File: src/logic/gcu_defs.svh
////////////////////////////////////////
// gcu register numbers, masks and
// video RAM region bounds
////////////////////////////////////////
`ifndef GCU_DEFS_SVH
`define GCU_DEFS_SVH

// register select
`define GCU_REG_SEL_MASK     8'h8F
`define GCU_REG_ALIAS_BIT    8'h80
`define GCU_REG_INIT_V       8'h0E
`define GCU_REG_VINT_ACK     8'h0F
`define GCU_REG_VINT_ACK_ALT 8'h8F

// cpu pointer to word address
`define GCU_PTR_MASK         16'h1FFF

// line where vint is forced low
`define GCU_VINT_LINE        9'h0E6

// region bounds inside the main RAM
`define GCU_SCR0_BASE        13'h0000
`define GCU_SCR1_BASE        13'h0800
`define GCU_SCR2_BASE        13'h1000
`define GCU_SPR_BASE         13'h1800
`define GCU_SPR_END          13'h1C00

// wait states between read address and dout load
`define GCU_READ_WAIT        2

`endif

File: src/logic/gcu_pkg.sv
////////////////////////////////////////
// gcu shared types for addresses,
// data words and beam counters
////////////////////////////////////////
package gcu_pkg;

    // main video RAM word address
    typedef logic [12:0] vram_addr_t;

    // RAM and cpu bus data word
    typedef logic [15:0] vram_word_t;

    // word address inside one scroll layer copy
    typedef logic [10:0] layer_addr_t;

    // word address inside the sprite copy
    typedef logic [9:0] sprite_addr_t;

    // selected register number after masking
    typedef logic [7:0] reg_num_t;

    // one scroll or control register value
    typedef logic [15:0] scroll_word_t;

    // horizontal or vertical beam position
    typedef logic [8:0] beam_t;

endpackage

File: src/logic/gcu_bus_ctrl.sv
////////////////////////////////////////
// gcu bus controller, decodes cpu ops and
// sequences RAM access with ack stall
////////////////////////////////////////
`timescale 1ns/100ps
`include "gcu_defs.svh"

module gcu_bus_ctrl (
    input  logic                CLK96,
    input  logic                RESET96,
    input  logic                op_select_reg,
    input  logic                op_write_reg,
    input  logic                op_write_ram,
    input  logic                op_read_ram_h,
    input  logic                op_read_ram_l,
    input  logic                op_set_ram_ptr,
    input  gcu_pkg::vram_word_t din,
    output gcu_pkg::vram_word_t dout,
    output logic                ack,
    output gcu_pkg::vram_addr_t ram_addr,
    output gcu_pkg::vram_word_t ram_din,
    output logic                ram_we,
    input  gcu_pkg::vram_word_t ram_dout,
    output gcu_pkg::reg_num_t   reg_num,
    output gcu_pkg::vram_word_t reg_wr_data,
    output logic                reg_we
);

    localparam logic [2:0] rd_last = 3'(`GCU_READ_WAIT);

    logic [5:0]          op_vec;
    logic [5:0]          last_op;
    logic                op_new;
    logic                rd_op;
    logic [2:0]          step;
    logic [2:0]          step_cur;
    gcu_pkg::vram_word_t ptr;
    gcu_pkg::vram_addr_t ptr_addr;

    assign op_vec = {op_select_reg, op_write_reg, op_set_ram_ptr,
                     op_write_ram, op_read_ram_h, op_read_ram_l};
    assign op_new = (op_vec != last_op);
    assign rd_op  = op_read_ram_h | op_read_ram_l;

    // any change of op restarts the sequence
    assign step_cur = op_new ? 3'd0 : step;
    assign ptr_addr = gcu_pkg::vram_addr_t'(ptr & `GCU_PTR_MASK);

    always_ff @(posedge CLK96 or posedge RESET96) begin
        if (RESET96) begin
            last_op <= '0;
            step    <= '0;
            ack     <= 1'b1;
            ram_we  <= 1'b0;
            reg_we  <= 1'b0;
            reg_num <= 8'hFF;
            ptr     <= '0;
        end else begin
            last_op <= op_vec;
            ram_we  <= 1'b0;
            reg_we  <= 1'b0;
            if (op_select_reg) begin
                reg_num <= gcu_pkg::reg_num_t'(din[7:0] & `GCU_REG_SEL_MASK);
                ack     <= 1'b1;
            end else if (op_write_reg) begin
                // single load pulse per write
                reg_we <= op_new;
                ack    <= 1'b1;
            end else if (op_set_ram_ptr) begin
                ptr <= din;
                ack <= 1'b1;
            end else if (op_write_ram) begin
                if (step_cur == 3'd0) begin
                    ram_we <= 1'b1;
                    ack    <= 1'b0;
                    step   <= 3'd1;
                end else if (step_cur == 3'd1) begin
                    ptr  <= ptr + 16'd1;
                    ack  <= 1'b1;
                    step <= 3'd2;
                end else begin
                    ack <= 1'b1;
                end
            end else if (rd_op) begin
                if (step_cur == 3'd0) begin
                    ack  <= 1'b0;
                    step <= 3'd1;
                end else if (step_cur < rd_last) begin
                    step <= step + 3'd1;
                end else if (step_cur == rd_last) begin
                    ack  <= 1'b1;
                    step <= rd_last + 3'd1;
                end else begin
                    ack <= 1'b1;
                end
            end else begin
                ack  <= 1'b1;
                step <= '0;
            end
        end
    end

    // address and data capture
    always_ff @(posedge CLK96) begin
        if (op_write_ram && step_cur == 3'd0) begin
            ram_addr <= ptr_addr;
            ram_din  <= din;
        end else if (rd_op && step_cur == 3'd0) begin
            // low half sits one word above the pointer
            ram_addr <= ptr_addr + gcu_pkg::vram_addr_t'(op_read_ram_l);
        end
        if (rd_op && step_cur == rd_last) begin
            dout <= ram_dout;
        end
        if (op_write_reg) begin
            reg_wr_data <= din;
        end
    end

    a_op_onehot: assert property (@(posedge CLK96) disable iff (RESET96)
        $onehot0(op_vec));

    a_we_pulse: assert property (@(posedge CLK96) disable iff (RESET96)
        ram_we |=> !ram_we);

endmodule

File: config.mk
export PLATFORM = sky130hd
export DESIGN_NAME = gcu_bus_ctrl
export DESIGN_NICKNAME = d
export VERILOG_FILES = /design/src/logic/gcu_pkg.sv /design/src/logic/gcu_bus_ctrl.sv
export VERILOG_INCLUDE_DIRS = /design/src /design/src/logic
export SDC_FILE = /design/constraint.sdc
export NUM_CORES = 1
export LEC_CHECK = 0
export BUFFER_PORTS_ARGS = -buffer_cell sky130_fd_sc_hd__buf_2
export CELL_PAD_IN_SITES_DETAIL_PLACEMENT = 0
export CELL_PAD_IN_SITES_GLOBAL_PLACEMENT = 1
export CORE_AREA = 4 4 104 106
export DETAILED_ROUTE_END_ITERATION = 6
export DIE_AREA = 0 0 108 110
export PLACE_DENSITY_LB_ADDON = 0.1
export SETUP_SLACK_MARGIN = 0.2
export SLEW_MARGIN = 15
export SYNTH_ARGS = -nofsm -noshare
export SYNTH_HDL_FRONTEND = slang
export SYNTH_SLANG_ARGS = --single-unit
File: constraint.sdc
create_clock -name CLK96 -period 5 [get_ports CLK96]
set_input_delay 0.25 -clock CLK96 [delete_from_list [all_inputs] [get_ports CLK96]]
set_output_delay 0.25 -clock CLK96 [all_outputs]
set_load 0.01 [all_outputs]
# After elaboration in Yosys (flattened, before gate mapping)
# Cells that the tools add are included.
# classes
n_reduce_logical	9
n_addsub	3
n_eq_ne	7
bitwise_logic	4
muxes	29
n_lt_le_gt_ge	1
# op_table
op	n
$mux W16	4
$mux W13	2
$mux W3	8
$add A16 B1 Y16 const B	1
$mux W1	15
$add A13 B1 Y13	1
$reduce_and A5 Y1	2
$ne A7 B7 Y1 const B	1
$ne A6 B6 Y1	1
$reduce_bool A2 Y1	3
$ne A5 B2 Y1 const B	1
$add A3 B1 Y3 const B	1
$eq A3 B1 Y1 const B	1
$eq A3 B2 Y1 const B	1
$logic_and A1 B1 Y1	3
$logic_not A3 Y1	1
$lt A3 B2 Y1 const B	1
$ne A3 B1 Y1 const B	1
$not A1 Y1	3
$ne A2 B2 Y1 const B	1
$or A1 B1 Y1	1
# totals
inputBits	40
word_cells	64
regBits	97
out_inout_bits	72

# Depth between registers and ports, before layout
# depth
depth_word	10
mapped_depth	7
depth_no_buf	5

# Least setup slack after synthesis
# Ideal clock, no wire load.
# synth_timing
path_kind	register to register
startpoint	reg last_op[4]
endpoint	reg dout[0], enable pin
setup_time_ns	0.430
synth_period_minus_slack_ns	3.464
t_arrival_ns	3.033
slack_ns	1.536
n_path_buf	0
required_time_ns	4.570
stages_incl_launch_ff	6
path_cell_list	dfrtp_1 > xor2_1 > or4_4 > nor2_2 > o21ai_0 > nor4_1
# synth_between
elab_chain_len	4
# synth_lines
element	line_no	text
from (decl)	gcu_bus_ctrl.sv:32	logic [5:0] last_op;
from (signal assigned)	gcu_bus_ctrl.sv:59	last_op <= op_vec;
$ne A6 B6 Y1	gcu_bus_ctrl.sv:42	assign op_new = (op_vec != last_op);
$mux W3	gcu_bus_ctrl.sv:46	assign step_cur = op_new ? 3'd0 : step;
$eq A3 B2 Y1	gcu_bus_ctrl.sv:112	if (rd_op && step_cur == rd_last) begin
$logic_and A1 B1 Y1	gcu_bus_ctrl.sv:112	
to (signal assigned)	gcu_bus_ctrl.sv:113	dout <= ram_dout;
to (decl)	gcu_bus_ctrl.sv:18	output gcu_pkg::vram_word_t dout,
# Every way passes these cells.
# A chain may end at the register's enable or synchronous reset.

# Worst setup path in the final report
# layout_timing
startpoint	reg last_op[4]
endpoint	reg dout[7], enable pin
# Same word-level chain as after synthesis.

==> impl_metrics.csv <==
group,metric,value,unit
status,status,"finished, final reports clean",
global_route,grt_first_pass_wirelength,14230,µm
drt,final_routed_wirelength_across_all_metal_layers,8898,µm
sta,final_max_slew_viol_count,0,
floorplanning,area_of_the_die,11880,µm²
placement,post_place_setup_slack,2150,ps
synth,syn_warnings,0,
drt,detail-route-antenna-nets,0,
clock_tree,cts_tree,"done",
synth,netlist-cell-type-count,57,
synth,synth_enable_flop_cells,61,
clock_tree,clock_sink_count,92,
worst_setup_path,worst-r2r-setup-slack,2570,ps
synth,async_flop_share,33.70,%
clock_tree,worst_path_clk_slew,90,ps
sta,timing.max_slew.rel_slack,36.46,%
worst_setup_path,crit_required,5050,ps
clock_tree,clk_root_buffer_cell,"sky130_fd_sc_hd__clkbuf_8",
clock_tree,cts_htree_levels,3,
placement,numPlacedInstances,520,
drt,remaining_routing_drc_violations,0,
clock_tree,clock_insertion_delay_worst_skew,360,ps
power,worst_ir_drop_vdd,0.1635,mV
sta,grt_setup_unrepaired,"false",
worst_setup_path,cp_slowest_cell,"sky130_fd_sc_hd__or4_4",
sta,clock-skew-final,14.94,ps
synth,synth-main-ff-cell,"sky130_fd_sc_hd__edfxtp_1",
sta,setup-violations-final,0,
floorplanning,start_util,39.93,%
power,p_per_area,347.1,nW/µm²
synth,synthesis.area_per_instance,13.55,µm²
clock_tree,cts.path.max_buffers,2,
synth,synth_cells,288,
synth,synth_nets,332,
sta,fmaxAchievable,411.2,MHz
placement,place.detailed.hpwl,6381,µm
sta,max_slew.worst_pin.slew,953.1,ps
layout,final-instance-count-excl-fill,537,
sta,fin_setup_tns,0,ps
min_path,min-delay-path-class,"input port to register",
layout,final_net_count,443,
drt,detail_route.iter0.violations,155,
global_route,first_global_vias,2798,
global_route,grt_overflow,0,
drt,via_count,2723,
layout,n_antenna_cell,0,
floorplanning,rows,36,
min_path,worst_hold_path.endpoint,"dout[14]",
layout,area.growth.synth_to_final,22.89,%
min_path,hold_depth,1,
placement,gpl.final_weighted_congestion,0.8263,
global_route,global_route_total_usage_across_every_layer,15.70,%
worst_setup_path,path_class,"register to register",
worst_setup_path,crit-reg2reg-launch,"last_op[4]",
clock_tree,tritoncts.num_buffers,9,
sta,layout_min_cycle_time,2432,ps
floorplanning,num_io_pins,112,
placement,port_buffers,111,
sta,final_hold_viol_count,0,
synth,synth_seq_cells,92,
drt,route.detailed.wl_per_inst,16.57,µm
synth,synth.yosys.seq_area_share,67.04,%
global_route,grt_max_degree,34,
synth,synth.cell_area,3902,µm²
layout,post-route-util,49.07,%
drt,viasPerCell,5.071,
global_route,grt_antenna_before_repair,0,
floorplanning,fp.dieH,110,µm
floorplanning,dieWidth,108,µm
worst_setup_path,critPathMaxStageDelay,640,ps
sta,post-route-period-util,48.64,%
worst_setup_path,worst_r2r_path_depth,6,
drt,firstDrtPassIters,4,
clock_tree,post_cts.resized_instances,0,
power,power.static_leakage,1.975,nW
worst_setup_path,regToRegEndpoint,"dout[7]",
job,timing.max_cap.violations,0,
min_path,worst_hold_startpoint,"ram_dout[14]",
worst_setup_path,start_kind,"register",
sta,whs,55.10,ps
worst_setup_path,critical_path.cell_chain,"xor2_1 -> or4_4 -> nor2_2 -> o21ai_0 -> nor4_2 -> buf_4",
worst_setup_path,timing.critical_path.to_type,"register",
worst_setup_path,arrival,2490,ps
floorplanning,core_area,9774,µm²
layout,final_layout_size_suffix_gt1_share,38.61,%
worst_setup_path,critical_path.max_fanout,16,
sta,worst_slack,2568,ps
synthesized netlist by cell type (2+ instances only):
cell	number	share of area (%)
sky130_fd_sc_hd__and3_1	5	0.80
sky130_fd_sc_hd__o21ai_0	6	0.77
sky130_fd_sc_hd__buf_4	3	0.58
sky130_fd_sc_hd__and2_1	2	0.32
sky130_fd_sc_hd__mux2_2	9	2.6
sky130_fd_sc_hd__edfxtp_1	61	47
sky130_fd_sc_hd__a211o_1	2	0.45
sky130_fd_sc_hd__dfrtp_1	24	15
sky130_fd_sc_hd__ha_1	4	1.3
sky130_fd_sc_hd__a21oi_1	9	1.2
sky130_fd_sc_hd__nor2b_1	3	0.48
sky130_fd_sc_hd__xor2_1	13	2.9
sky130_fd_sc_hd__nor2_1	19	1.8
sky130_fd_sc_hd__nor4_1	5	0.80
sky130_fd_sc_hd__clkbuf_1	10	0.96
sky130_fd_sc_hd__nor3_1	13	1.7
sky130_fd_sc_hd__nand4_1	9	1.4
sky130_fd_sc_hd__nor3b_1	2	0.38
sky130_fd_sc_hd__or3_1	3	0.48
sky130_fd_sc_hd__a311oi_1	3	0.67
sky130_fd_sc_hd__nand2_1	10	0.96
sky130_fd_sc_hd__o22ai_1	5	0.80
sky130_fd_sc_hd__nand3_1	9	1.2
sky130_fd_sc_hd__a31oi_1	4	0.64
sky130_fd_sc_hd__o311ai_0	2	0.45
sky130_fd_sc_hd__and4_1	3	0.67
sky130_fd_sc_hd__dfstp_2	7	4.7
sky130_fd_sc_hd__nand2b_1	2	0.32
sky130_fd_sc_hd__xnor2_1	3	0.67
sky130_fd_sc_hd__a211oi_1	2	0.38
sky130_fd_sc_hd__inv_1	10	0.96
cell usage in the layout (no fill, tap or decap), types with 10 or more instances in the layout:
cell type                  Yosys  final
sky130_fd_sc_hd__buf_2         1    111
sky130_fd_sc_hd__edfxtp_1     61     61
sky130_fd_sc_hd__dfrtp_1      24     24
sky130_fd_sc_hd__nor2_1       19     19
sky130_fd_sc_hd__xor2_1       13     13
sky130_fd_sc_hd__nor3_1       13     13
sky130_fd_sc_hd__inv_1        10     10
sky130_fd_sc_hd__nand2_1      10     10
sky130_fd_sc_hd__clkbuf_8      0     10
worst max-delay path, delay by kind of cell, from the launching register on:
kind | cells | cell delay (ps)
and+or+nand+nor | 3 | 1090
DFF | 1 | 380
xor gates and xnor gates | 1 | 200
AOI/OAI and AO/OA | 1 | 180
buffers and inverters | 1 | 280
layout make-up:
class	count	area (µm²)
Tap cell	133	166.4
Sequential cell	92	2616
Multi-Input combinational cell	170	1184
Clock buffer	12	145.1
Clock inverter	4	51.30
Inverter	10	37.54
Fill cell	912	4979
Timing Repair Buffer	116	595.6
report_power, final:
group	total [mW]	switching [mW]	internal, mW
clock	0.499	0.253	0.245
combinational	0.229	0.132	0.0965
sequential	0.937	0.0513	0.886
sequential cells by signal, summed over array words and instances, names as in the netlist:
signal and flops:
ram_addr 13, reg_we 1, reg_num 6, ack 1
reg_wr_data 16, ram_din 16, ram_we 1, step 3
dout 16, last_op 6, ptr 13
per-stage QoR:
stage               cell area (µm²)  power [mW]
finish                         4796       1.665
global route                   4796       1.742
floorplan                      3902       1.084
global placement               4589       1.184
detailed placement             4589       1.186
CTS                            4796       1.685
logic make-up after synthesis:
family                   synth area share [%]
AO/OA/AOI/OAI                           7.855
XOR/XNOR                                4.008
adder cells (fa/ha/maj)                 1.283
buffers and inverters                   3.014
flip-flops                              67.04
multiplexers                            2.597
AND/OR/NAND/NOR                         14.20
worst max path at each step:
| stage | start | end | slack [ps] | cells after the start |
|---|---|---|---|---|
| 2_1_floorplan | last_op[4] | dout[0] | 1540 | 5 |
| 3_3_place_gp | op_write_reg | dout[0] | 2210 | 7 |
| 3_5_place_dp | op_write_reg | dout[0] | 2150 | 7 |
| 4_1_cts | last_op[4] | dout[7] | 2520 | 6 |
| 5_1_grt | op_write_reg | ram_addr[11] | 2360 | 6 |
| 6_report | last_op[4] | dout[7] | 2570 | 6 |
timing repair:
| action | 4_1_cts | 5_1_grt |
|---|---|---|
| hold buffers | 1 | 0 |
| setup buffers | 0 | 0 |
| hold endpoints to repair | 24 | 0 |
routing by layer:
metal / part of all wire, % / wire length, µm / GRT usage (%)
met1: 43 / 3824 / 20.48
met2: 50 / 4448 / 26.55
met3: 5.4 / 483 / 2.679
met4: 1.6 / 141 / 5.681
met5: 0 / 0 / 0
Note: power is estimated with default switching activity, not from simulation.
