$ cat src/logic/gcu_defs.svh
////////////////////////////////////////
// gcu register numbers, masks and
// video RAM region bounds
////////////////////////////////////////
`ifndef GCU_DEFS_SVH
`define GCU_DEFS_SVH

// register select
`define GCU_REG_SEL_MASK     8'h8F
`define GCU_REG_ALIAS_BIT    8'h80
`define GCU_REG_INIT_V       8'h0E
`define GCU_REG_VINT_ACK     8'h0F
`define GCU_REG_VINT_ACK_ALT 8'h8F

// cpu pointer to word address
`define GCU_PTR_MASK         16'h1FFF

// line where vint is forced low
`define GCU_VINT_LINE        9'h0E6

// region bounds inside the main RAM
`define GCU_SCR0_BASE        13'h0000
`define GCU_SCR1_BASE        13'h0800
`define GCU_SCR2_BASE        13'h1000
`define GCU_SPR_BASE         13'h1800
`define GCU_SPR_END          13'h1C00

// wait states between read address and dout load
`define GCU_READ_WAIT        2

`endif

$ cat src/logic/gcu_pkg.sv
////////////////////////////////////////
// gcu shared types for addresses,
// data words and beam counters
////////////////////////////////////////
package gcu_pkg;

    // main video RAM word address
    typedef logic [12:0] vram_addr_t;

    // RAM and cpu bus data word
    typedef logic [15:0] vram_word_t;

    // word address inside one scroll layer copy
    typedef logic [10:0] layer_addr_t;

    // word address inside the sprite copy
    typedef logic [9:0] sprite_addr_t;

    // selected register number after masking
    typedef logic [7:0] reg_num_t;

    // one scroll or control register value
    typedef logic [15:0] scroll_word_t;

    // horizontal or vertical beam position
    typedef logic [8:0] beam_t;

endpackage

$ cat src/logic/gcu_scroll_regs.sv
////////////////////////////////////////
// gcu scroll and vertical control regs
////////////////////////////////////////
`timescale 1ns/100ps
`include "gcu_defs.svh"

module gcu_scroll_regs (
    input  logic                  CLK96,
    input  logic                  RESET96,
    input  gcu_pkg::reg_num_t     reg_num,
    input  gcu_pkg::scroll_word_t reg_wr_data,
    input  logic                  reg_we,
    output gcu_pkg::scroll_word_t bg_scroll_x,
    output gcu_pkg::scroll_word_t bg_scroll_y,
    output gcu_pkg::scroll_word_t fg_scroll_x,
    output gcu_pkg::scroll_word_t fg_scroll_y,
    output gcu_pkg::scroll_word_t txt_scroll_x,
    output gcu_pkg::scroll_word_t txt_scroll_y,
    output gcu_pkg::scroll_word_t spr_scroll_x,
    output gcu_pkg::scroll_word_t spr_scroll_y,
    output gcu_pkg::scroll_word_t init_v_ctrl
);

    gcu_pkg::reg_num_t reg_base;
    gcu_pkg::reg_num_t reg_idx;

    // 0x80-0x87 fold onto 0x00-0x07, nothing else aliases
    assign reg_base = reg_num & ~`GCU_REG_ALIAS_BIT;
    assign reg_idx  = (reg_base < 8'h08) ? reg_base : reg_num;

    always_ff @(posedge CLK96 or posedge RESET96) begin
        if (RESET96) begin
            bg_scroll_x  <= '0;
            bg_scroll_y  <= '0;
            fg_scroll_x  <= '0;
            fg_scroll_y  <= '0;
            txt_scroll_x <= '0;
            txt_scroll_y <= '0;
            spr_scroll_x <= '0;
            spr_scroll_y <= '0;
            init_v_ctrl  <= '0;
        end else if (reg_we) begin
            case (reg_idx)
                8'h00:           bg_scroll_x  <= reg_wr_data;
                8'h01:           bg_scroll_y  <= reg_wr_data;
                8'h02:           fg_scroll_x  <= reg_wr_data;
                8'h03:           fg_scroll_y  <= reg_wr_data;
                8'h04:           txt_scroll_x <= reg_wr_data;
                8'h05:           txt_scroll_y <= reg_wr_data;
                8'h06:           spr_scroll_x <= reg_wr_data;
                8'h07:           spr_scroll_y <= reg_wr_data;
                `GCU_REG_INIT_V: init_v_ctrl  <= reg_wr_data;
                default: ;
            endcase
        end
    end

endmodule

$ cat config.mk
export PLATFORM = sky130hd
export DESIGN_NAME = gcu_scroll_regs
export DESIGN_NICKNAME = d
export VERILOG_FILES = /design/src/logic/gcu_pkg.sv /design/src/logic/gcu_scroll_regs.sv
export VERILOG_INCLUDE_DIRS = /design/src /design/src/logic
export SDC_FILE = /design/constraint.sdc
export NUM_CORES = 1
export LEC_CHECK = 0
export BUFFER_PORTS_ARGS = -buffer_cell sky130_fd_sc_hd__buf_2
export CAP_MARGIN = 20
export CORE_MARGIN = 4
export CORE_UTILIZATION = 53
export CTS_BUF_LIST = sky130_fd_sc_hd__clkbuf_8
export CTS_CLUSTER_SIZE = 10
export DETAILED_ROUTE_END_ITERATION = 8
export PLACE_DENSITY = 0.81
export SYNTH_ARGS = -nofsm -noshare
export SYNTH_HDL_FRONTEND = slang
export SYNTH_SLANG_ARGS = --single-unit
$ cat constraint.sdc
create_clock -name CLK96 -period 6 [get_ports CLK96]
set_clock_uncertainty 0.15 [all_clocks]
set_input_delay 0.9 -clock CLK96 [delete_from_list [all_inputs] [get_ports CLK96]]
set_output_delay 0.9 -clock CLK96 [all_outputs]
set_load 0.02 [all_outputs]
### After elaboration in Yosys (flattened, before gate mapping)

Cells that the tools add are included.

| storage, ports and cells | value |
|---|---|
| bits in registers | 144 |
| bits in read-only memories | 0 |
| bits of input ports | 27 |
| RAM bits | 0 |
| memories kept | 0 |
| output and inout port bits | 144 |
| latch bits | 0 |

| operators by class | value |
|---|---|
| divide/modulo/power cells | 0 |
| $mul | 0 |
| shifts and indexed selects | 0 |
| equal/unequal tests | 8 |
| $lt $le $gt $ge | 1 |
| muxes and demuxes | 1 |
| bitwise operators | 0 |
| reduce and logical (&&, ||, !) cells | 10 |
| $add $sub $neg | 0 |

Operators by type and width:

| operator | number |
|---|---|
| $eq A8 B3 Y1 const B | 4 |
| $reduce_and A2 Y1 | 9 |
| $eq A8 B2 Y1 const B | 2 |
| $eq A8 B1 Y1 const B | 1 |
| $eq A8 B4 Y1 const B | 1 |
| $logic_not A8 Y1 | 1 |
| $mux W8 | 1 |
| $lt A7 B4 Y1 const B | 1 |

### Logic depth before layout (Yosys ltp)

Gate-level depths: netlist (run 1).

| logic depth | value |
|---|---|
| depth in word-level cells | 4 |
| mapped depth | 6 |

### Worst setup path after synthesis (run 1)

OpenSTA, ideal clock, no wires.

| path | value |
|---|---|
| path type | input to register |
| from | input port reg_num[5] |
| to | register txt_scroll_x[1] |
| path buffers | 1 |
| setup time | 125 ps |
| stages on the path | 4 |
| path slack | 3293 ps |
| arrival | 2432 ps |
| path through | or4b_4 > nor4b_4 > buf_6 > mux2_2 |

| between the ends | value |
|---|---|
| cells in the longest elaborated chain, start to end | 4 |

Ends and longest elaborated chain:

| what | line | source |
|---|---|---|
| start, declared | gcu_scroll_regs.sv:10 | `input gcu_pkg::reg_num_t reg_num,` |
| $lt A7 B4 Y1 | gcu_scroll_regs.sv:29 | `assign reg_idx = (reg_base < 8'h08) ? reg_base : reg_num;` |
| $mux W8 * | gcu_scroll_regs.sv:29 |  |
| $eq A8 B3 Y1 * | gcu_scroll_regs.sv:43 | `case (reg_idx)` |
| $reduce_and A2 Y1 (no line) * | - |  |
| end signal, assigned | gcu_scroll_regs.sv:48 | `8'h04: txt_scroll_x <= reg_wr_data;` |
| end, declared | gcu_scroll_regs.sv:17 | `output gcu_pkg::scroll_word_t txt_scroll_x,` |

Mark *: on every way between the ends. The rest lies on a longest branch, timed or not.
A chain may end at the register's enable or synchronous reset.

### Worst setup path after layout (run 1)

| path | value |
|---|---|
| from | input port reg_num[5] |
| to | register bg_scroll_y[5] |

| between the ends | value |
|---|---|
| cells in the longest elaborated chain, start to end | 4 |

Ends and longest elaborated chain:

| what | line | source |
|---|---|---|
| $lt A7 B4 Y1 | gcu_scroll_regs.sv:29 |  |
| $mux W8 * | gcu_scroll_regs.sv:29 |  |
| $eq A8 B1 Y1 * | gcu_scroll_regs.sv:43 |  |
| $reduce_and A2 Y1 (no line) * | - |  |
| end signal, assigned | gcu_scroll_regs.sv:45 | `8'h01: bg_scroll_y <= reg_wr_data;` |
| end, declared | gcu_scroll_regs.sv:14 | `output gcu_pkg::scroll_word_t bg_scroll_y,` |

Marked as above.

==> impl_results.md, run 1 <==
* CP Capture Type: flop
* Syn. warnings at 0
* Layout cells sized above 1 at 69.94%
* CP arrival at 3.11 ns
* Final ANT Viol Nets at 0
* Largest net degree at the start of global routing at 81
* Max clock buf depth at 2
* Via count at 3405
* Top-Level Pins at 171
* Post-Syn Instances at 318
* Crit path cell chain: buf_2 -> nor4b_2 -> and4b_1 -> mux2_2
* Initial antenna violation count at 0
* First-pass DRT Iterations at 4
* Vias in the first global route at 3621
* Worst-Skew Late Latency at 0.44 ns
* Worst hold path type: flop to flop
* Final min period at 2.933 ns
* Post-Layout Cell Count at 642
* Setup_tns at 0 ns
* WL final at 13020 µm
* Layout fillers at 697
* Largest area contributor in the netlist: dfrtp_1
* First-pass GRT wire length at 20000 µm
* Port Buffers at 170
* Routability cong. at 0.7493
* Total gr overflow at 0
* Bufs and invs on worst path at 1
* LEAKAGE at 3.902 nW
* DRC Markers at 0
* Hold-fix buffers at CTS at 0
* CTS tree: yes
* GRT Total Usage at 22.93%
* Maximum VDD drop at 0.1905 mV
* H-tree depth at 4
* Synthesized net count at 345
* Max stage delay on crit path at 0.94 ns
* Crit-path slowest cell: and4b_1
* Mean Syn Cell Area at 17.30 µm²
* Die Y at 109.9 µm
* Root Driver: clkbuf_8
* CTS Buf Count at 17
* Critical path required time at 6.17 ns
* Fmax at 341.0 MHz
* Nets at 523
* Reg clk slew, reported paths at 0.08 ns
* Slew @ Worst Pin at 0.9407 ns
* WL per Instance at 20.29 µm
* Post-synth top area share at 65.51%
* Synthesized area at 5500 µm²
* Synth cell types at 18
* Vias/cell at 5.304
* RSZ-0062 raised after global routing: false
* Starting DRT DRC Count at 179
* Die area at 12070 µm²
* Ant diodes at 0
* Syn-to-layout area delta at 24.52%
* Std-Cell Rows at 36
* Pwr Total at 2.149 mW
* Fin crit share at 48.88%
* Critical path class: input port to flop
* Pwr/cell area at 313.8 nW/µm²
* Post-CTS Resized at 0
* CP Max Fanout at 16
* Hold slack at 0.3411 ns
* Status: finished, final reports clean
* Die width at 109.9 µm
* Setup violations, final at 0
* Flops & latches, synth at 144
* Startpoint types: input port
* Utilization after layout at 68.80%
* Core Area at 9955 µm²
* Fin. max-slew vios at 0
* Post-synthesis sequential area ratio at 65.51%
* Area contributors post-synth: dfrtp_1 (66%), mux2_2 (29%), nor4b_4 (0.86%)
* Number of setup buffers added after CTS at 0
* Fin. Hold Viols at 0
* Dpl hpwl at 8947 µm
* Max_slew headroom at 37.24%
* Cell count after placement at 610
* Number of max-cap violations at 0
* Initial Util at 55.25%
* CTS Sinks at 144
* Worst path top cell family by delay: simple AND/OR/NAND/NOR gates
==> worst paths after layout <==
kind | from | end | slack (ns) | cells past startpoint
max in group asynchronous | RESET96 | txt_scroll_x[7]$_DFFE_PP0P_ | 4.00 | 3
min in group asynchronous | RESET96 | fg_scroll_y[0]$_DFFE_PP0P_ | 0.44 | 2
worst min-delay path | txt_scroll_x[0]$_DFFE_PP0P_ | txt_scroll_x[0]$_DFFE_PP0P_ | 0.34 | 1
worst max-delay path | reg_num[5] | bg_scroll_y[5]$_DFFE_PP0P_ | 3.07 | 4
worst min register to register | txt_scroll_x[0]$_DFFE_PP0P_ | txt_scroll_x[0]$_DFFE_PP0P_ | 0.34 | 1
worst max register to register | bg_scroll_y[5]$_DFFE_PP0P_ | bg_scroll_y[5]$_DFFE_PP0P_ | 5.03 | 1
==> power by group <==
group          total, mW  switching, mW  internal [mW]
combinational      0.305          0.190          0.115
clock              0.760          0.375          0.385
sequential          1.08         0.0389           1.05
==> registers in the layout, indices dropped and copies added, names as in the netlist <==
signal	count
spr_scroll_x	16
bg_scroll_x	16
txt_scroll_y	16
bg_scroll_y	16
spr_scroll_y	16
init_v_ctrl	16
fg_scroll_x	16
fg_scroll_y	16
txt_scroll_x	16
==> through the flow <==
step	instance area [µm²]	setup slack (ns)
finish	6849	3.067
global placement	6446	2.745
floorplan	5500	1.084
global route	6849	3.007
CTS	6849	3.092
detailed placement	6446	2.646
==> kinds of logic after synthesis <==
family | count (synthesis) | share of synthesized area [%]
buf+inv | 15 | 1.865
flops | 144 | 65.51
mux | 144 | 29.48
simple gates | 15 | 3.139
==> cells in the final DEF, fill, tap and decap left out, types with 3 or more instances in the layout <==
cell,netlist,layout
buf_2,4,170
dfrtp_1,144,144
mux2_2,143,143
clkbuf_8,0,18
inv_6,0,5
clkinvlp_4,0,4
clkinv_4,0,3
buf_4,5,3
==> cells in the mapped netlist, drive strengths merged <==
cell type,number
nand4,2
and3b,1
and4b,2
mux2,144
buf,12
inv,1
clkbuf,2
nor2b,2
nand3,2
dfrtp,144
nor2,1
or4b,1
nor4b,3
and3,1
==> layer usage <==
layer / track usage [%] / wire, µm / part of all wire (%)
met4: 7.836 / 220 / 1.7
met2: 36.01 / 6200 / 48
met5: 0 / 0 / 0
met1: 29.76 / 5552 / 43
met3: 8.103 / 1050 / 8.1
==> layout make-up <==
cell class,instances,area [µm²],area share [%]
clock inverter,14,155.1,2.265
timing repair buffer,173,873.3,12.75
tap,133,166.4,2.430
clock buffer,18,247.7,3.617
multi-input combinational,159,1794,26.20
sequential,144,3603,52.61
inverter,1,8.758,0.1279
No activity file was read; power rests on OpenSTA's default activity.
==> run 2, diff against run 1 <==
clock period = 2.8 ns   (was 6 ns; I/O delays follow)
==> run 2 against run 1 <==
- hold slack got worse by 0.29 ns
- sequential share of layout area decreased by 0.49 points
- total power increased by 110%
- sequential cell count unchanged
- routed wire length decreased by 0.48%
- final area increased by 0.93%
- die area unchanged
- setup slack got worse by 2.1 ns
- register-to-register slack got worse by 3.2 ns
- critical path type unchanged
- largest power group unchanged
==> impl_results.md, run 2 (synthesized netlist as in run 1, its figures left out) <==
* Status: finished, final reports clean
* Final ANT Viol Nets at 0 (unchanged)
* Largest net degree at the start of global routing at 145 (+79%)
* First-pass DRT Iterations at 4 (unchanged)
* GRT Total Usage at 22.65% (-0.27 points)
* RSZ-0062 raised after global routing: false
* Nets at 530 (+1.3%)
* Max clock buf depth at 2 (unchanged)
* Critical Path Sink: bg_scroll_y[15]$_DFFE_PP0P_
* Initial Util at 55.25% (unchanged)
* DRC Markers at 0 (unchanged)
* Initial antenna violation count at 0 (unchanged)
* Utilization after layout at 69.44% (+0.64 points)
* Total gr overflow at 0 (unchanged)
* Fin crit share at 65.09%
* Dpl cell area at 6535 µm² (+1.4%)
* Critical path class: input port to flop
* First-pass GRT wire length at 19880 µm (-0.62%)
* Dpl hpwl at 9196 µm (+2.8%)
* CTS tree: yes
* Routability cong. at 0.7750 (+3.4%)
* Worst-Skew Late Latency at 0.43 ns (about the same)
* Fin. max-slew vios at 0 (unchanged)
* R2R Path Start: txt_scroll_x[2]$_DFFE_PP0P_
* WL final at 12960 µm (-0.48%)
* Commonest non-fill, non-tap cell in the layout: buf_2
* Critical Path Source: reg_num[5]
* Slew @ Worst Pin at 0.7423 ns (-0.1984 ns)
* Layout fillers at 706 (+1.3%)
* Std-Cell Rows at 36 (unchanged)
* Setup violations, final at 0 (unchanged)
* Max stage delay on crit path at 0.36 ns (-0.58 ns)
* CTS Buf Count at 17 (unchanged)
* Hold-fix buffers at CTS at 0 (unchanged)
* CP arrival at 1.99 ns (-1.12 ns)
* Port Buffers at 170 (unchanged)
* FF-to-FF path depth at 1 (unchanged)
* CTS Sinks at 144 (unchanged)
* Post-CTS Resized at 0 (unchanged)
* Die Y at 109.9 µm (unchanged)
* R2r endpoint: txt_scroll_x[2]$_DFFE_PP0P_
* Via count at 3423 (+0.53%)
* H-tree depth at 4 (unchanged)
* Most frequent cells in the layout: buf_2 (170), dfrtp_1 (144), mux2_2 (143)
* Vias/cell at 5.291 (-0.25%)
* Reg clk slew, reported paths at 0.07 ns (about the same)
* Number of max-cap violations at 0 (unchanged)
* Max_slew headroom at 50.51% (+13 points)
* Die area at 12070 µm² (unchanged)
* Setup_tns at 0 ns (unchanged)
* Top-Level Pins at 171 (unchanged)
* Root Driver: clkbuf_8
* CP Max Fanout at 14 (-2)
* Die width at 109.9 µm (unchanged)
* Core Area at 9955 µm² (unchanged)
* Fin. Hold Viols at 0 (unchanged)
* Final instance area at 6913 µm² (+0.93%)
* Maximum VDD drop at 0.3621 mV (+90%)
* Final min period at 1.822 ns
* Crit-path slowest cell: and4b_1
* CP Capture Type: flop
* Layout cells sized above 1 at 70.43% (+0.49 points)
* Startpoint types: input port
* Number of setup buffers added after CTS at 0 (unchanged)
* Worst hold path type: input port to async pin
* Fmax at 548.7 MHz
* Starting DRT DRC Count at 145 (-19%)
* Vias in the first global route at 3539 (-2.3%)
* Reg-to-reg slack, setup at 1.85 ns (-3.18 ns)
* Syn-to-layout area delta at 25.68%
* Crit path cell chain: buf_2 -> nor4b_2 -> buf_4 -> and4b_1 -> buf_12 -> mux2_2
* Critical path required time at 2.97 ns (-3.20 ns)
* Pwr/cell area at 658.1 nW/µm² (+110%)
* Ant diodes at 0 (unchanged)
* LEAKAGE at 3.938 nW (+0.92%)
* WL per Instance at 20.03 µm (-1.3%)
==> run 2: how the worst min path moves through the flow <==
| stage | to | start | cells past startpoint | slack [ns] |
|---|---|---|---|---|
| floorplan | txt_scroll_x[0]$_DFFE_PP0P_ | reg_wr_data[0] | 1 | 0.40 |
| global placement | fg_scroll_y[9]$_DFFE_PP0P_ | fg_scroll_y[9]$_DFFE_PP0P_ | 1 | 0.33 |
| detailed placement | fg_scroll_y[9]$_DFFE_PP0P_ | fg_scroll_y[9]$_DFFE_PP0P_ | 1 | 0.34 |
| CTS | fg_scroll_y[5]$_DFFE_PP0P_ | RESET96 | 3 | 0.08 |
| global route | spr_scroll_y[3]$_DFFE_PP0P_ | RESET96 | 3 | 0.13 |
| finish | spr_scroll_y[3]$_DFFE_PP0P_ | RESET96 | 3 | 0.06 |
==> run 2: cell type report <==
| class | count | area [µm²] | share of cell area, % |
|---|---|---|---|
| sequential | 144 | 3603 | 52.13 |
| clock buffer | 19 | 261.5 | 3.783 |
| timing repair buffer | 180 | 963.4 | 13.94 |
| clock inverter | 11 | 116.4 | 1.683 |
| multi-input combinational | 159 | 1794 | 25.95 |
| tap | 133 | 166.4 | 2.407 |
| inverter | 1 | 7.507 | 0.1086 |
==> run 2: routing by layer <==
metal / share of wire [%] / track usage [%] / vias to the layer above
met5: 0 / 0 / -
met4: 1.1 / 6.411 / 0
met3: 9.4 / 9.689 / 15
met2: 48 / 35.70 / 125
met1: 42 / 28.72 / 1775
li1: - / - / 1508
==> run 2: stage by stage <==
step / setup slack [ns] / hold WS [ns] / total power, mW / cells
2_1_floorplan: 0.4250 / 0.4047 / 2.747 / 318
3_3_place_gp: 0.5594 / 0.3315 / 3.010 / 617
3_5_place_dp: 0.5349 / 0.3381 / 3.034 / 617
4_1_cts: 1.006 / 0.07973 / 4.592 / 647
5_1_grt: 0.9638 / 0.1276 / 4.743 / 647
6_report: 0.9776 / 0.05553 / 4.549 / 647
==> run 2: critical path: cells and delay by family <==
kind	cells	cell delay (ns)
buffers and inverters	3	0.53
muxes	1	0.35
and+or+nand+nor	2	0.69
==> run 2: power breakdown <==
group	total, mW	internal, mW	switching, mW
logic	0.660	0.249	0.410
registers	2.32	2.24	0.0828
clock network	1.57	0.820	0.746
