--- src/logic/gcu_defs.svh ---
////////////////////////////////////////
// gcu register numbers, masks and
// video RAM region bounds
////////////////////////////////////////
`ifndef GCU_DEFS_SVH
`define GCU_DEFS_SVH

// register select
`define GCU_REG_SEL_MASK     8'h8F
`define GCU_REG_ALIAS_BIT    8'h80
`define GCU_REG_INIT_V       8'h0E
`define GCU_REG_VINT_ACK     8'h0F
`define GCU_REG_VINT_ACK_ALT 8'h8F

// cpu pointer to word address
`define GCU_PTR_MASK         16'h1FFF

// line where vint is forced low
`define GCU_VINT_LINE        9'h0E6

// region bounds inside the main RAM
`define GCU_SCR0_BASE        13'h0000
`define GCU_SCR1_BASE        13'h0800
`define GCU_SCR2_BASE        13'h1000
`define GCU_SPR_BASE         13'h1800
`define GCU_SPR_END          13'h1C00

// wait states between read address and dout load
`define GCU_READ_WAIT        2

`endif

--- src/logic/gcu_pkg.sv ---
////////////////////////////////////////
// gcu shared types for addresses,
// data words and beam counters
////////////////////////////////////////
package gcu_pkg;

    // main video RAM word address
    typedef logic [12:0] vram_addr_t;

    // RAM and cpu bus data word
    typedef logic [15:0] vram_word_t;

    // word address inside one scroll layer copy
    typedef logic [10:0] layer_addr_t;

    // word address inside the sprite copy
    typedef logic [9:0] sprite_addr_t;

    // selected register number after masking
    typedef logic [7:0] reg_num_t;

    // one scroll or control register value
    typedef logic [15:0] scroll_word_t;

    // horizontal or vertical beam position
    typedef logic [8:0] beam_t;

endpackage

--- src/logic/gcu_video_timing.sv ---
////////////////////////////////////////
// gcu sync, blank and vint generation
////////////////////////////////////////
`timescale 1ns/100ps
`include "gcu_defs.svh"

module gcu_video_timing (
    input  gcu_pkg::beam_t    h,
    input  gcu_pkg::beam_t    v,
    input  gcu_pkg::beam_t    hs_start,
    input  gcu_pkg::beam_t    hs_end,
    input  gcu_pkg::beam_t    vs_start,
    input  gcu_pkg::beam_t    vs_end,
    input  logic              RESET96,
    input  gcu_pkg::reg_num_t reg_num,
    output logic              hsync,
    output logic              vsync,
    output logic              fblank,
    output logic              vint
);

    logic vint_hold;

    // syncs are active low
    assign hsync  = !(h > hs_start && h < hs_end);
    assign vsync  = !(v >= vs_start && v <= vs_end);
    assign fblank = hsync && vsync;

    // held low on the trigger line or while the cpu acknowledges
    assign vint_hold = (v == `GCU_VINT_LINE)
                    || (reg_num == `GCU_REG_INIT_V)
                    || (reg_num == `GCU_REG_VINT_ACK)
                    || (reg_num == `GCU_REG_VINT_ACK_ALT);

    assign vint = !(vint_hold || RESET96);

endmodule

--- config.mk ---
export PLATFORM = sky130hd
export DESIGN_NAME = gcu_video_timing
export DESIGN_NICKNAME = d
export VERILOG_FILES = /design/src/logic/gcu_pkg.sv /design/src/logic/gcu_video_timing.sv
export VERILOG_INCLUDE_DIRS = /design/src /design/src/logic
export SDC_FILE = /design/constraint.sdc
export NUM_CORES = 1
export LEC_CHECK = 0
export ABC_CLOCK_PERIOD_IN_PS = 4050
export BUFFER_PORTS_ARGS = -buffer_cell sky130_fd_sc_hd__buf_2
export CAP_MARGIN = 20
export CELL_PAD_IN_SITES_DETAIL_PLACEMENT = 0
export CELL_PAD_IN_SITES_GLOBAL_PLACEMENT = 1
export CORE_AREA = 2 2 59 61
export DETAILED_ROUTE_END_ITERATION = 10
export DIE_AREA = 0 0 61 63
export MAX_ROUTING_LAYER = met4
export PLACE_DENSITY = 0.84
export SETUP_SLACK_MARGIN = 0.05
export SYNTH_ARGS = -nofsm -noshare
export SYNTH_HDL_FRONTEND = slang
export SYNTH_SLANG_ARGS = --single-unit
--- constraint.sdc ---
create_clock -name vclk -period 4.05
set_input_delay 0.6075 -clock vclk [all_inputs]
set_output_delay 0.6075 -clock vclk [all_outputs]
set_load 0.02 [all_outputs]
# Word level (Yosys, flattened, before mapping)
# Index checks and enable logic that the tools add are counted.
[classes]
n_reduce_logical = 10
n_eq_ne = 4
order_cmp = 4
[op_table]
columns = ["operator", "n"]
rows = [
  ["8-bit by 4-bit == test with 1-bit output (second input constant)", 2],
  ["9-bit by 8-bit == test with 1-bit output (second input constant)", 1],
  ["9-bit >= comparator", 1],
  ["9-bit greater-than comparator", 1],
  ["9-bit less-or-equal comparator", 1],
  ["9-bit less-than comparator", 1],
  ["8-bit == test (second input constant)", 1],
  ["1-bit logical OR", 4],
  ["1-bit logical AND", 3],
  ["1-bit logical NOT", 3],
]
[word_totals]
out_inout_bits = 4
word_cells = 18
register_bits = 0

# Logic depth before layout (Yosys ltp)
# Gate-level depths: netlist of run 1.
[depth]
ltp_word = 6
mapped_depth = 7
ltp_nobuf = 7

# Worst setup path before layout of run 1
# No wires, ideal clock.
[synth_path]
path_type = "input to output"
start = "in vs_end[7]"
end = "out fblank"
n_path_buf = 0
path_stages = 7
arrival_time_ns = 2.163
path_slack_ns = 1.279
required_time_ns = 3.442
cell_sequence = "inv_1 ha_1 nand4_1 o21bai_1 or4_1 a22o_1 and2_1"
[synth_via]
elab_chain_len = 4
[synth_rtl]
columns = ["item", "line", "text"]
rows = [
  ["start, declared", "gcu_video_timing.sv:13", "input gcu_pkg::beam_t vs_end,"],
  ["9-bit less-or-equal comparator", "gcu_video_timing.sv:26", "assign vsync = !(v >= vs_start && v <= vs_end);"],
  ["1-bit logical AND", "gcu_video_timing.sv:26", ""],
  ["1-bit logical NOT", "gcu_video_timing.sv:26", ""],
  ["net vsync", "gcu_video_timing.sv:17", "output logic vsync,"],
  ["1-bit logical AND", "gcu_video_timing.sv:27", "assign fblank = hsync && vsync;"],
  ["end, declared", "gcu_video_timing.sv:18", "output logic fblank,"],
]
# The timed path passes the listed nets, and every way through them passes these cells.

# Final worst setup path of run 1
[layout_path]
start = "in v[6]"
end = "out fblank"
[layout_via]
elab_chain_len = 4
elab_cells_between_ends = 5
[layout_rtl]
columns = ["item", "line", "text"]
rows = [
  ["start, declared", "gcu_video_timing.sv:9", "input gcu_pkg::beam_t v,"],
  ["9-bit >= comparator or 9-bit less-or-equal comparator (tied branches)", "gcu_video_timing.sv:26", ""],
  ["1-bit logical AND (*)", "gcu_video_timing.sv:26", ""],
  ["1-bit logical NOT (*)", "gcu_video_timing.sv:26", ""],
  ["1-bit logical AND (*)", "gcu_video_timing.sv:27", ""],
]
# Every way passes the cells marked *; elsewhere a longest branch is shown, timed or not.

==> metrics.txt, run 1 <==
# TYPE chip_impl_metric gauge
chip_impl_info{name="outcome",value="finished clean"} 1
chip_impl_metric{name="postRouteAntennaNets",unit=""} 0
chip_impl_metric{name="drt-wirelength-per-cell",unit="um"} 9.32
chip_impl_metric{name="global_route_usage_over_all_layers",unit="%"} 10.8
chip_impl_metric{name="worst_ep_required_time",unit="ps"} 3440
chip_impl_metric{name="dp_worst_setup_slack",unit="ps"} 1090
chip_impl_metric{name="via_count_of_the_first_global_routing_pass",unit=""} 921
chip_impl_metric{name="die_area",unit="um2"} 3840
chip_impl_metric{name="count_of_nets_after_finishing",unit=""} 292
chip_impl_metric{name="top_level_pins",unit=""} 67
chip_impl_metric{name="max_clock_freq",unit="MHz"} 340
chip_impl_metric{name="syn_nets",unit=""} 223
chip_impl_metric{name="drt_drc_violations_left",unit=""} 0
chip_impl_metric{name="via_per_instance_ratio",unit=""} 4.36
chip_impl_metric{name="layout_min_cycle_time",unit="ps"} 2940
chip_impl_metric{name="timing.final.max_slew_violations",unit=""} 0
chip_impl_metric{name="start_util",unit="%"} 29.1
chip_impl_metric{name="synth_cells",unit=""} 125
chip_impl_metric{name="synthToLayoutAreaGrowth",unit="%"} 41.8
chip_impl_info{name="setup.worst_path.end_class",value="output port"} 1
chip_impl_metric{name="number_of_antenna_violations_at_the_first_check_in_global_routing",unit=""} 0
chip_impl_metric{name="post_route_cells_drive_above_1_share",unit="%"} 35.9
chip_impl_metric{name="port_buffers",unit=""} 67
chip_impl_info{name="grt_setup_unrepaired",value="false"} 1
chip_impl_metric{name="synth-seq-area-share",unit="%"} 0
chip_impl_metric{name="drv_cap",unit=""} 0
chip_impl_metric{name="setup_viol_count_final",unit=""} 0
chip_impl_info{name="synth_largest_area_cell",value="ha_1"} 1
chip_impl_metric{name="worst_ep_arrival_time",unit="ps"} 2330
chip_impl_info{name="netlist_top_cells_area",value="ha_1 47%, inv_1 14%, a21o_1 7.2%, a21oi_1 3.7%, and4_1 2.8%"} 1
chip_impl_info{name="timing_worst_setup_path_type",value="primary input to output port"} 1
chip_impl_metric{name="post_cts_hold_buffer_count",unit=""} 0
chip_impl_metric{name="powerDensity",unit="nW/um2"} 90.1
chip_impl_metric{name="wirelength",unit="um"} 2220
chip_impl_metric{name="globalRoute.totalOverflow",unit=""} 0
chip_impl_metric{name="drtPass1Iterations",unit=""} 4
chip_impl_metric{name="grt_max_degree",unit=""} 5
chip_impl_metric{name="final_core_area_utilization",unit="%"} 41.3
chip_impl_metric{name="dp.final_hpwl",unit="um"} 2130
chip_impl_metric{name="placed_cells",unit=""} 238
chip_impl_info{name="synth_common_cells",value="35 x ha_1, 35 x inv_1, 9 x a21o_1"} 1
chip_impl_metric{name="vias",unit=""} 1038
chip_impl_metric{name="sequential_cell_area",unit="um2"} 0
chip_impl_metric{name="timing.slew.headroom",unit="%"} 80.8
chip_impl_metric{name="cts-resized-gates",unit=""} 0
chip_impl_metric{name="power.total",unit="mW"} 0.120
chip_impl_metric{name="worstPathMaxFanout",unit=""} 4
chip_impl_metric{name="placementRows",unit=""} 21
chip_impl_info{name="crit_path_start_kind",value="primary input"} 1
chip_impl_metric{name="synth.cell_area",unit="um2"} 941
chip_impl_metric{name="dr.first_iter.drc_count",unit=""} 22
chip_impl_metric{name="diodes",unit=""} 0
chip_impl_metric{name="total_leakage_power",unit="nW"} 0.888
chip_impl_info{name="path_class_of_the_lowest_slack_min_delay_path",value="primary input to output port"} 1
chip_impl_metric{name="grt_pass1_wl",unit="um"} 3430
chip_impl_metric{name="synthesis.yosys.warnings",unit=""} 0
chip_impl_metric{name="core",unit="um2"} 3230
chip_impl_metric{name="final_hold_violations",unit=""} 0
chip_impl_metric{name="fillcell_total",unit=""} 353
chip_impl_metric{name="tightestPinTransition",unit="ps"} 284
chip_impl_metric{name="synth_area_per_cell",unit="um2"} 7.53
chip_impl_metric{name="finalHoldWorstSlack",unit="ps"} 1470
chip_impl_metric{name="irDropWorstVdd",unit="V"} 0.0000362
chip_impl_metric{name="rd_place_congestion",unit=""} 0.803
chip_impl_metric{name="layout.cell_area.non_filler",unit="um2"} 1330
chip_impl_metric{name="die_x",unit="um"} 61
chip_impl_metric{name="fin_setup_tns",unit="ps"} 0
chip_impl_metric{name="timing.final.crit_share",unit="%"} 72.6
chip_impl_metric{name="final_cells",unit=""} 238
chip_impl_metric{name="yosys.cell_types.count",unit=""} 26
chip_impl_metric{name="die_span_in_y",unit="um"} 63
chip_impl_metric{name="layout.clock_buffers",unit=""} 0
chip_impl_metric{name="sequential_cell_total",unit=""} 0
chip_impl_metric{name="final.setup.worst_slack",unit="ps"} 1110
chip_impl_metric{name="placedInstanceArea",unit="um2"} 1330
chip_impl_metric{name="cts.repair_timing.setup_buffer_count",unit=""} 0
chip_impl_metric{name="post-synth-top-area-fraction",unit="%"} 46.5
layout make-up:
cell class         count  area [um2]  area share [%]
multi-input cells     90         810            60.7
repair buffers        67         335            25.1
inverters             35         131            9.85
well taps             46        57.6            4.32
kinds of logic (layout without fill, tap and decap cells):
kind of cell             after synthesis  count (layout)  share of synthesized area, %
adder cells (fa/ha/maj)               35              35                          46.5
buffers and inverters                 35             102                          14.0
AND/OR/NAND/NOR                       28              28                          18.4
AO/OA/AOI/OAI                         27              27                          21.1
layer usage:
metal	track usage [%]	routed length, um
met5	-	0
met4	0	0
met3	0.207	188
met2	18.8	947
met1	14.8	1080
worst paths after layout:
kind,start,to,slack (ps),cells after the start
worst max-delay path,v[6],fblank,1110,8
worst min-delay path,RESET96,vint,1470,3
power breakdown:
group / switching [mW] / total, mW / internal [mW]
clock: 0 / 0 / 0
sequential: 0 / 0 / 0
combinational: 0.0567 / 0.120 / 0.0634
cell usage in the layout, fill, tap and decap left out, types with 2 or more instances in the layout:
cell type and instances:
a21boi_0 2, a21o_1 9, a21oi_1 7, and3_1 2, and4_1 3, buf_2 67
ha_1 35, inv_1 35, nand2_1 2, nand3_1 5, nand4_1 3, nor2_1 2
nor2b_1 2, nor3_1 3, nor4b_1 2, o21a_1 2
worst max-delay path: stages:
cell	delay (ps)
buf_2	120
ha_1	310
nand4_1	180
o21bai_1	90
or4_1	500
a22o_1	230
and2_1	150
buf_2	150
No activity file was read; power rests on OpenSTA's default activity.
==> inputs of run 2 (changes only) <==
--- a/config.mk
+++ b/config.mk
@@ -6,16 +6,16 @@
 export SDC_FILE = /design/constraint.sdc
 export NUM_CORES = 1
 export LEC_CHECK = 0
-export ABC_CLOCK_PERIOD_IN_PS = 4050
+export ABC_CLOCK_PERIOD_IN_PS = 2400
 export BUFFER_PORTS_ARGS = -buffer_cell sky130_fd_sc_hd__buf_2
 export CAP_MARGIN = 20
 export CELL_PAD_IN_SITES_DETAIL_PLACEMENT = 0
 export CELL_PAD_IN_SITES_GLOBAL_PLACEMENT = 1
-export CORE_AREA = 2 2 59 61
+export CORE_AREA = 2 2 64 66
 export DETAILED_ROUTE_END_ITERATION = 10
-export DIE_AREA = 0 0 61 63
+export DIE_AREA = 0 0 66 68
 export MAX_ROUTING_LAYER = met4
-export PLACE_DENSITY = 0.84
+export PLACE_DENSITY = 0.76
 export SETUP_SLACK_MARGIN = 0.05
 export SYNTH_ARGS = -nofsm -noshare
 export SYNTH_HDL_FRONTEND = slang
==> constraint.sdc (replaced) <==
create_clock -name vclk -period 2.4
set_input_delay 0.36 -clock vclk [all_inputs]
set_output_delay 0.36 -clock vclk [all_outputs]
set_load 0.02 [all_outputs]
==> run 2 against run 1 <==
Net effect:
- via count up 6.6%
- combinational power grew 110%
- clock-buffer cell count unchanged
- sequential cell count is the same
- power increased by 110%
- global-route usage rose by 0.13 points
- cell count grew 5.0%
- critical path type unchanged
- critical path depth rose by 2
- non-clock buffer count up 8
- die area rose by 17%
==> metrics.txt, run 2 (synthesis results as in run 1) <==
# TYPE chip_impl_metric gauge
chip_impl_metric{name="setup_viol_count_final",unit=""} 0
chip_impl_info{name="timing_worst_setup_path_type",value="primary input to output port"} 1
chip_impl_metric{name="placementRows",unit=""} 23
chip_impl_metric{name="die_area",unit="um2"} 4490
chip_impl_info{name="grt_setup_unrepaired",value="true"} 1
chip_impl_metric{name="via_per_instance_ratio",unit=""} 4.42
chip_impl_info{name="slowest_stage",value="or4_1"} 1
chip_impl_metric{name="final_hold_violations",unit=""} 0
chip_impl_metric{name="globalRoute.totalOverflow",unit=""} 0
chip_impl_info{name="setup.worst_path.end_class",value="output port"} 1
chip_impl_metric{name="via_count_of_the_first_global_routing_pass",unit=""} 976
chip_impl_metric{name="timing.slew.headroom",unit="%"} 77.7
chip_impl_metric{name="count_of_nets_after_finishing",unit=""} 300
chip_impl_metric{name="dp.final_hpwl",unit="um"} 2290
chip_impl_info{name="setup_crit_start",value="vs_end[7]"} 1
chip_impl_info{name="critical-path-top-delay-family",value="simple AND/OR/NAND/NOR gates"} 1
chip_impl_metric{name="grt_pass1_wl",unit="um"} 3910
chip_impl_metric{name="dr.first_iter.drc_count",unit=""} 15
chip_impl_metric{name="number_of_antenna_violations_at_the_first_check_in_global_routing",unit=""} 0
chip_impl_metric{name="dp_worst_setup_slack",unit="ps"} -52.7
chip_impl_info{name="outcome",value="finished clean"} 1
chip_impl_metric{name="die_x",unit="um"} 66
chip_impl_metric{name="die_span_in_y",unit="um"} 68
chip_impl_metric{name="global_route_usage_over_all_layers",unit="%"} 11.0
chip_impl_info{name="cp_common_cell",value="buf_6"} 1
chip_impl_metric{name="core",unit="um2"} 3860
chip_impl_metric{name="port_buffers",unit=""} 67
chip_impl_metric{name="vias",unit=""} 1106
chip_impl_metric{name="timing.final.max_slew_violations",unit=""} 0
chip_impl_info{name="critical_path_cell_by_cell",value="buf_6, inv_4, ha_4, nand4_1, buf_4, nor3_2, or4_1, a22o_1, and2_4, buf_6"} 1
chip_impl_info{name="layout.cells.most_common",value="buf_2"} 1
chip_impl_info{name="most-common-layout-cells",value="60 x buf_2, 30 x inv_1, 28 x ha_1"} 1
chip_impl_metric{name="finalHoldWorstSlack",unit="ps"} 990
chip_impl_metric{name="fin_setup_tns",unit="ps"} 0
chip_impl_metric{name="layout_min_cycle_time",unit="ps"} 2360
chip_impl_metric{name="synthToLayoutAreaGrowth",unit="%"} 64.4
chip_impl_metric{name="power.total",unit="mW"} 0.251
chip_impl_metric{name="drt_drc_violations_left",unit=""} 0
chip_impl_metric{name="final.setup.worst_slack",unit="ps"} 39.5
chip_impl_metric{name="rd_place_congestion",unit=""} 0.759
chip_impl_metric{name="start_util",unit="%"} 24.4
chip_impl_metric{name="postRouteAntennaNets",unit=""} 0
chip_impl_metric{name="total_leakage_power",unit="nW"} 0.938
chip_impl_info{name="path_class_of_the_lowest_slack_min_delay_path",value="primary input to output port"} 1
chip_impl_metric{name="drv_cap",unit=""} 0
chip_impl_metric{name="tightestPinTransition",unit="ps"} 330
chip_impl_metric{name="sequential_cell_area",unit="um2"} 0
chip_impl_metric{name="top_level_pins",unit=""} 67
chip_impl_metric{name="placed_cells",unit=""} 248
chip_impl_metric{name="wirelength",unit="um"} 2550
chip_impl_metric{name="layout.cell_area.non_filler",unit="um2"} 1550
chip_impl_metric{name="sequential_cell_total",unit=""} 0
chip_impl_metric{name="diodes",unit=""} 0
chip_impl_metric{name="final_core_area_utilization",unit="%"} 40.1
chip_impl_info{name="crit_path_start_kind",value="primary input"} 1
chip_impl_metric{name="powerDensity",unit="nW/um2"} 163
chip_impl_metric{name="final_cells",unit=""} 250
chip_impl_info{name="hold_start",value="RESET96"} 1
chip_impl_metric{name="drtPass1Iterations",unit=""} 4
chip_impl_metric{name="worstPathMaxFanout",unit=""} 3
chip_impl_metric{name="post_route_cells_drive_above_1_share",unit="%"} 47.0
chip_impl_metric{name="timing.final.crit_share",unit="%"} 98.4
chip_impl_metric{name="max_clock_freq",unit="MHz"} 424
chip_impl_metric{name="worst_ep_arrival_time",unit="ps"} 2000
chip_impl_metric{name="cpPeakStageDelay",unit="ps"} 500
chip_impl_metric{name="irDropWorstVdd",unit="V"} 0.0000441
chip_impl_metric{name="layout.clock_buffers",unit=""} 0
chip_impl_metric{name="critical_path_buf_inv_count",unit=""} 4
chip_impl_metric{name="post_cts_hold_buffer_count",unit=""} 0
chip_impl_metric{name="placedInstanceArea",unit="um2"} 1380
chip_impl_metric{name="worst_ep_required_time",unit="ps"} 2040
chip_impl_metric{name="grt_max_degree",unit=""} 4
chip_impl_metric{name="drt-wirelength-per-cell",unit="um"} 10.2
run 2: changes by cell type in the layout (fill, tap and decap cells not counted), moves of 2 or more:
cell / previous run / this run
buf_4: 0 / 10
buf_2: 67 / 60
ha_1: 35 / 28
ha_4: 0 / 7
buf_6: 0 / 5
inv_1: 35 / 30
a21oi_1: 7 / 4
a21oi_2: 0 / 3
inv_2: 0 / 3
inv_4: 0 / 2
run 2: area by class of cell:
class / count / area [um2]
Timing Repair Buffer: 75 / 432
Multi-Input combinational cell: 90 / 916
Inverter: 35 / 136
Fill cell: 425 / 2310
Tap cell: 50 / 62.6
run 2: metal layers:
metal	wire length, um	vias to the layer above	global-route usage, %
li1	-	591	-
met1	1060	472	13.4
met2	1320	43	21.6
met3	176	0	0.164
met4	0	0	0
met5	0	-	-
run 2: worst paths after layout:
| check | slack [ps] | end | cells after the start |
|---|---|---|---|
| setup / recovery | 40 | fblank | 10 |
| hold / removal | 990 | vint | 3 |
run 2: report_power, final:
part / total (mW) / leakage [nW] / internal, mW / switching, mW
combinational: 0.251 / 0.938 / 0.140 / 0.112
sequential: 0 / 0 / 0 / 0
clock: 0 / 0 / 0 / 0
total: 0.251 / 0.938 / 0.140 / 0.112
run 2: timing repair:
action | 4_1_cts | 5_1_grt
setup buffers | 1 | 1
pin swaps | 3 | 10
resized for setup | 9 | 19
endpoints found under the setup margin | 1 | 1
==> inputs of run 3 (changes only) <==
--- a/config.mk
+++ b/config.mk
@@ -8,15 +8,14 @@
 export LEC_CHECK = 0
 export ABC_CLOCK_PERIOD_IN_PS = 2400
 export BUFFER_PORTS_ARGS = -buffer_cell sky130_fd_sc_hd__buf_2
-export CAP_MARGIN = 20
-export CELL_PAD_IN_SITES_DETAIL_PLACEMENT = 0
-export CELL_PAD_IN_SITES_GLOBAL_PLACEMENT = 1
-export CORE_AREA = 2 2 64 66
+export CAP_MARGIN = 40
+export CORE_AREA = 2 2 52 54
 export DETAILED_ROUTE_END_ITERATION = 10
-export DIE_AREA = 0 0 66 68
+export DIE_AREA = 0 0 54 56
 export MAX_ROUTING_LAYER = met4
-export PLACE_DENSITY = 0.76
+export PLACE_DENSITY = 0.77
 export SETUP_SLACK_MARGIN = 0.05
+export SLEW_MARGIN = 20
 export SYNTH_ARGS = -nofsm -noshare
 export SYNTH_HDL_FRONTEND = slang
 export SYNTH_SLANG_ARGS = --single-unit
==> run 3 against run 2 <==
Net effect:
- critical path depth is 2 lower
- wire length is 0.63% lower
- largest power group unchanged
- power is 1.8% higher
- highest routed layer unchanged
==> metrics.txt, run 3 (synthesis results as in run 1) <==
# TYPE chip_impl_metric gauge
chip_impl_metric{name="timing.final.crit_share",unit="%"} 99.3
chip_impl_metric{name="drt-wirelength-per-cell",unit="um"} 10.8
chip_impl_metric{name="power.total",unit="mW"} 0.256
chip_impl_metric{name="diodes",unit=""} 0
chip_impl_metric{name="worst_ep_arrival_time",unit="ps"} 2020
chip_impl_metric{name="dr.first_iter.drc_count",unit=""} 5
chip_impl_metric{name="number_of_antenna_violations_at_the_first_check_in_global_routing",unit=""} 0
chip_impl_metric{name="final_core_area_utilization",unit="%"} 63.3
chip_impl_metric{name="die_area",unit="um2"} 3020
chip_impl_metric{name="sequential_cell_area",unit="um2"} 0
chip_impl_metric{name="dp.final_hpwl",unit="um"} 2120
chip_impl_info{name="path_class_of_the_lowest_slack_min_delay_path",value="primary input to output port"} 1
chip_impl_metric{name="power.internal",unit="mW"} 0.144
chip_impl_metric{name="layout_min_cycle_time",unit="ps"} 2380
chip_impl_metric{name="grt_pass1_wl",unit="um"} 3900
chip_impl_metric{name="swShare",unit="%"} 43.7
chip_impl_metric{name="worstPathMaxFanout",unit=""} 3
chip_impl_metric{name="total_leakage_power",unit="nW"} 0.959
chip_impl_metric{name="layout.clock_buffers",unit=""} 0
chip_impl_info{name="grt_setup_unrepaired",value="true"} 1
chip_impl_info{name="critical_path_cell_by_cell",value="buf_8, ha_4, a21oi_1, a21boi_0, or4_4, a22o_1, and2_4, buf_6"} 1
chip_impl_metric{name="start_util",unit="%"} 38.7
chip_impl_metric{name="grt_max_degree",unit=""} 4
chip_impl_metric{name="drv_cap",unit=""} 0
chip_impl_metric{name="timing.slew.headroom",unit="%"} 79.9
chip_impl_metric{name="power_frac_clock",unit="%"} 0
chip_impl_metric{name="share_seq_of_total_power",unit="%"} 0
chip_impl_metric{name="placed_cells",unit=""} 229
chip_impl_info{name="crit_path_start_kind",value="primary input"} 1
chip_impl_metric{name="via_per_instance_ratio",unit=""} 4.80
chip_impl_metric{name="post_route_cells_drive_above_1_share",unit="%"} 46.6
chip_impl_metric{name="synthToLayoutAreaGrowth",unit="%"} 63.7
chip_impl_info{name="layout.cells.most_common",value="buf_2"} 1
chip_impl_metric{name="core",unit="um2"} 2430
chip_impl_metric{name="cpPeakStageDelay",unit="ps"} 540
chip_impl_metric{name="drtPass1Iterations",unit=""} 4
chip_impl_metric{name="drt_drc_violations_left",unit=""} 0
chip_impl_metric{name="dp_worst_setup_slack",unit="ps"} -36.7
chip_impl_metric{name="port_buffers",unit=""} 67
chip_impl_metric{name="postRouteAntennaNets",unit=""} 0
chip_impl_metric{name="top_level_pins",unit=""} 67
chip_impl_info{name="slowest_stage",value="or4_4"} 1
chip_impl_metric{name="worst_ep_required_time",unit="ps"} 2040
chip_impl_metric{name="wirelength",unit="um"} 2540
chip_impl_info{name="outcome",value="finished clean"} 1
chip_impl_metric{name="irDropWorstVdd",unit="V"} 0.0000981
chip_impl_metric{name="placementRows",unit=""} 18
chip_impl_info{name="timing_worst_setup_path_type",value="primary input to output port"} 1
chip_impl_metric{name="fin_setup_tns",unit="ps"} 0
chip_impl_metric{name="max_clock_freq",unit="MHz"} 420
chip_impl_metric{name="sequential_cell_total",unit=""} 0
chip_impl_metric{name="final_cells",unit=""} 234
chip_impl_metric{name="vias",unit=""} 1123
chip_impl_metric{name="critical_path_buf_inv_count",unit=""} 2
chip_impl_info{name="critical-path-top-delay-family",value="simple AND/OR/NAND/NOR gates"} 1
chip_impl_metric{name="rd_place_congestion",unit=""} 0.778
chip_impl_metric{name="final.setup.worst_slack",unit="ps"} 17.1
chip_impl_metric{name="die_span_in_y",unit="um"} 56
chip_impl_metric{name="powerDensity",unit="nW/um2"} 166
chip_impl_metric{name="global_route_usage_over_all_layers",unit="%"} 16.4
chip_impl_metric{name="via_count_of_the_first_global_routing_pass",unit=""} 979
chip_impl_metric{name="die_x",unit="um"} 54
chip_impl_metric{name="final_hold_violations",unit=""} 0
chip_impl_metric{name="timing.final.max_slew_violations",unit=""} 0
chip_impl_info{name="setup.worst_path.end_class",value="output port"} 1
chip_impl_metric{name="setup_viol_count_final",unit=""} 0
chip_impl_metric{name="tightestPinTransition",unit="ps"} 297
chip_impl_metric{name="count_of_nets_after_finishing",unit=""} 304
chip_impl_metric{name="globalRoute.totalOverflow",unit=""} 0
chip_impl_metric{name="comb_power_share",unit="%"} 100.0
chip_impl_metric{name="netSwitchingPower",unit="mW"} 0.112
chip_impl_info{name="most-common-layout-cells",value="58 x buf_2, 30 x inv_1, 30 x ha_1"} 1
chip_impl_metric{name="post_cts_hold_buffer_count",unit=""} 0
## run 3: timing repair
item                       4_1_cts  5_1_grt
resized for setup               22        7
setup endpoints to repair        1        2
pin swaps                        9        5
gates cloned                     0        0
buffers inserted                 5        1
## run 3: final timing paths
kind,start,slack (ps),depth (start not counted),endpoint
min,RESET96,980,3,vint
max,v[7],20,8,fblank
## run 3: routing by layer
| layer | track usage (%) | up-vias | routed length, um |
|---|---|---|---|
| met5 | - | - | 0 |
| met4 | 0 | 0 | 0 |
| met3 | 1.34 | 0 | 212 |
| met2 | 31.4 | 47 | 1280 |
| met1 | 18.9 | 476 | 1050 |
| li1 | - | 600 | - |
## run 3: cell type report
type,instances,area (um2)
Fill cell,221,892
Multi-Input combinational cell,90,890
Timing Repair Buffer,79,474
Inverter,35,139
Tap cell,30,37.5
## run 3: worst min-delay path: stages
cell and delay [ps]:
buf_2 80, nor3_1 40, buf_2 150
## run 3: stage by stage
step	cell area, um2	hold slack, ps
global route	1540	990
floorplan	941	809
global placement	1370	980
CTS	1510	981
detailed placement	1370	978
finish	1540	980
## run 3: power groups by stage
| stage | combinational (mW) | sequential [mW] | clock [mW] |
|---|---|---|---|
| 6_report | 0.256 | 0 | 0 |
| 5_1_grt | 0.291 | 0 | 0 |
| 4_1_cts | 0.243 | 0 | 0 |
| 2_1_floorplan | 0.117 | 0 | 0 |
| 3_5_place_dp | 0.216 | 0 | 0 |
| 3_3_place_gp | 0.212 | 0 | 0 |
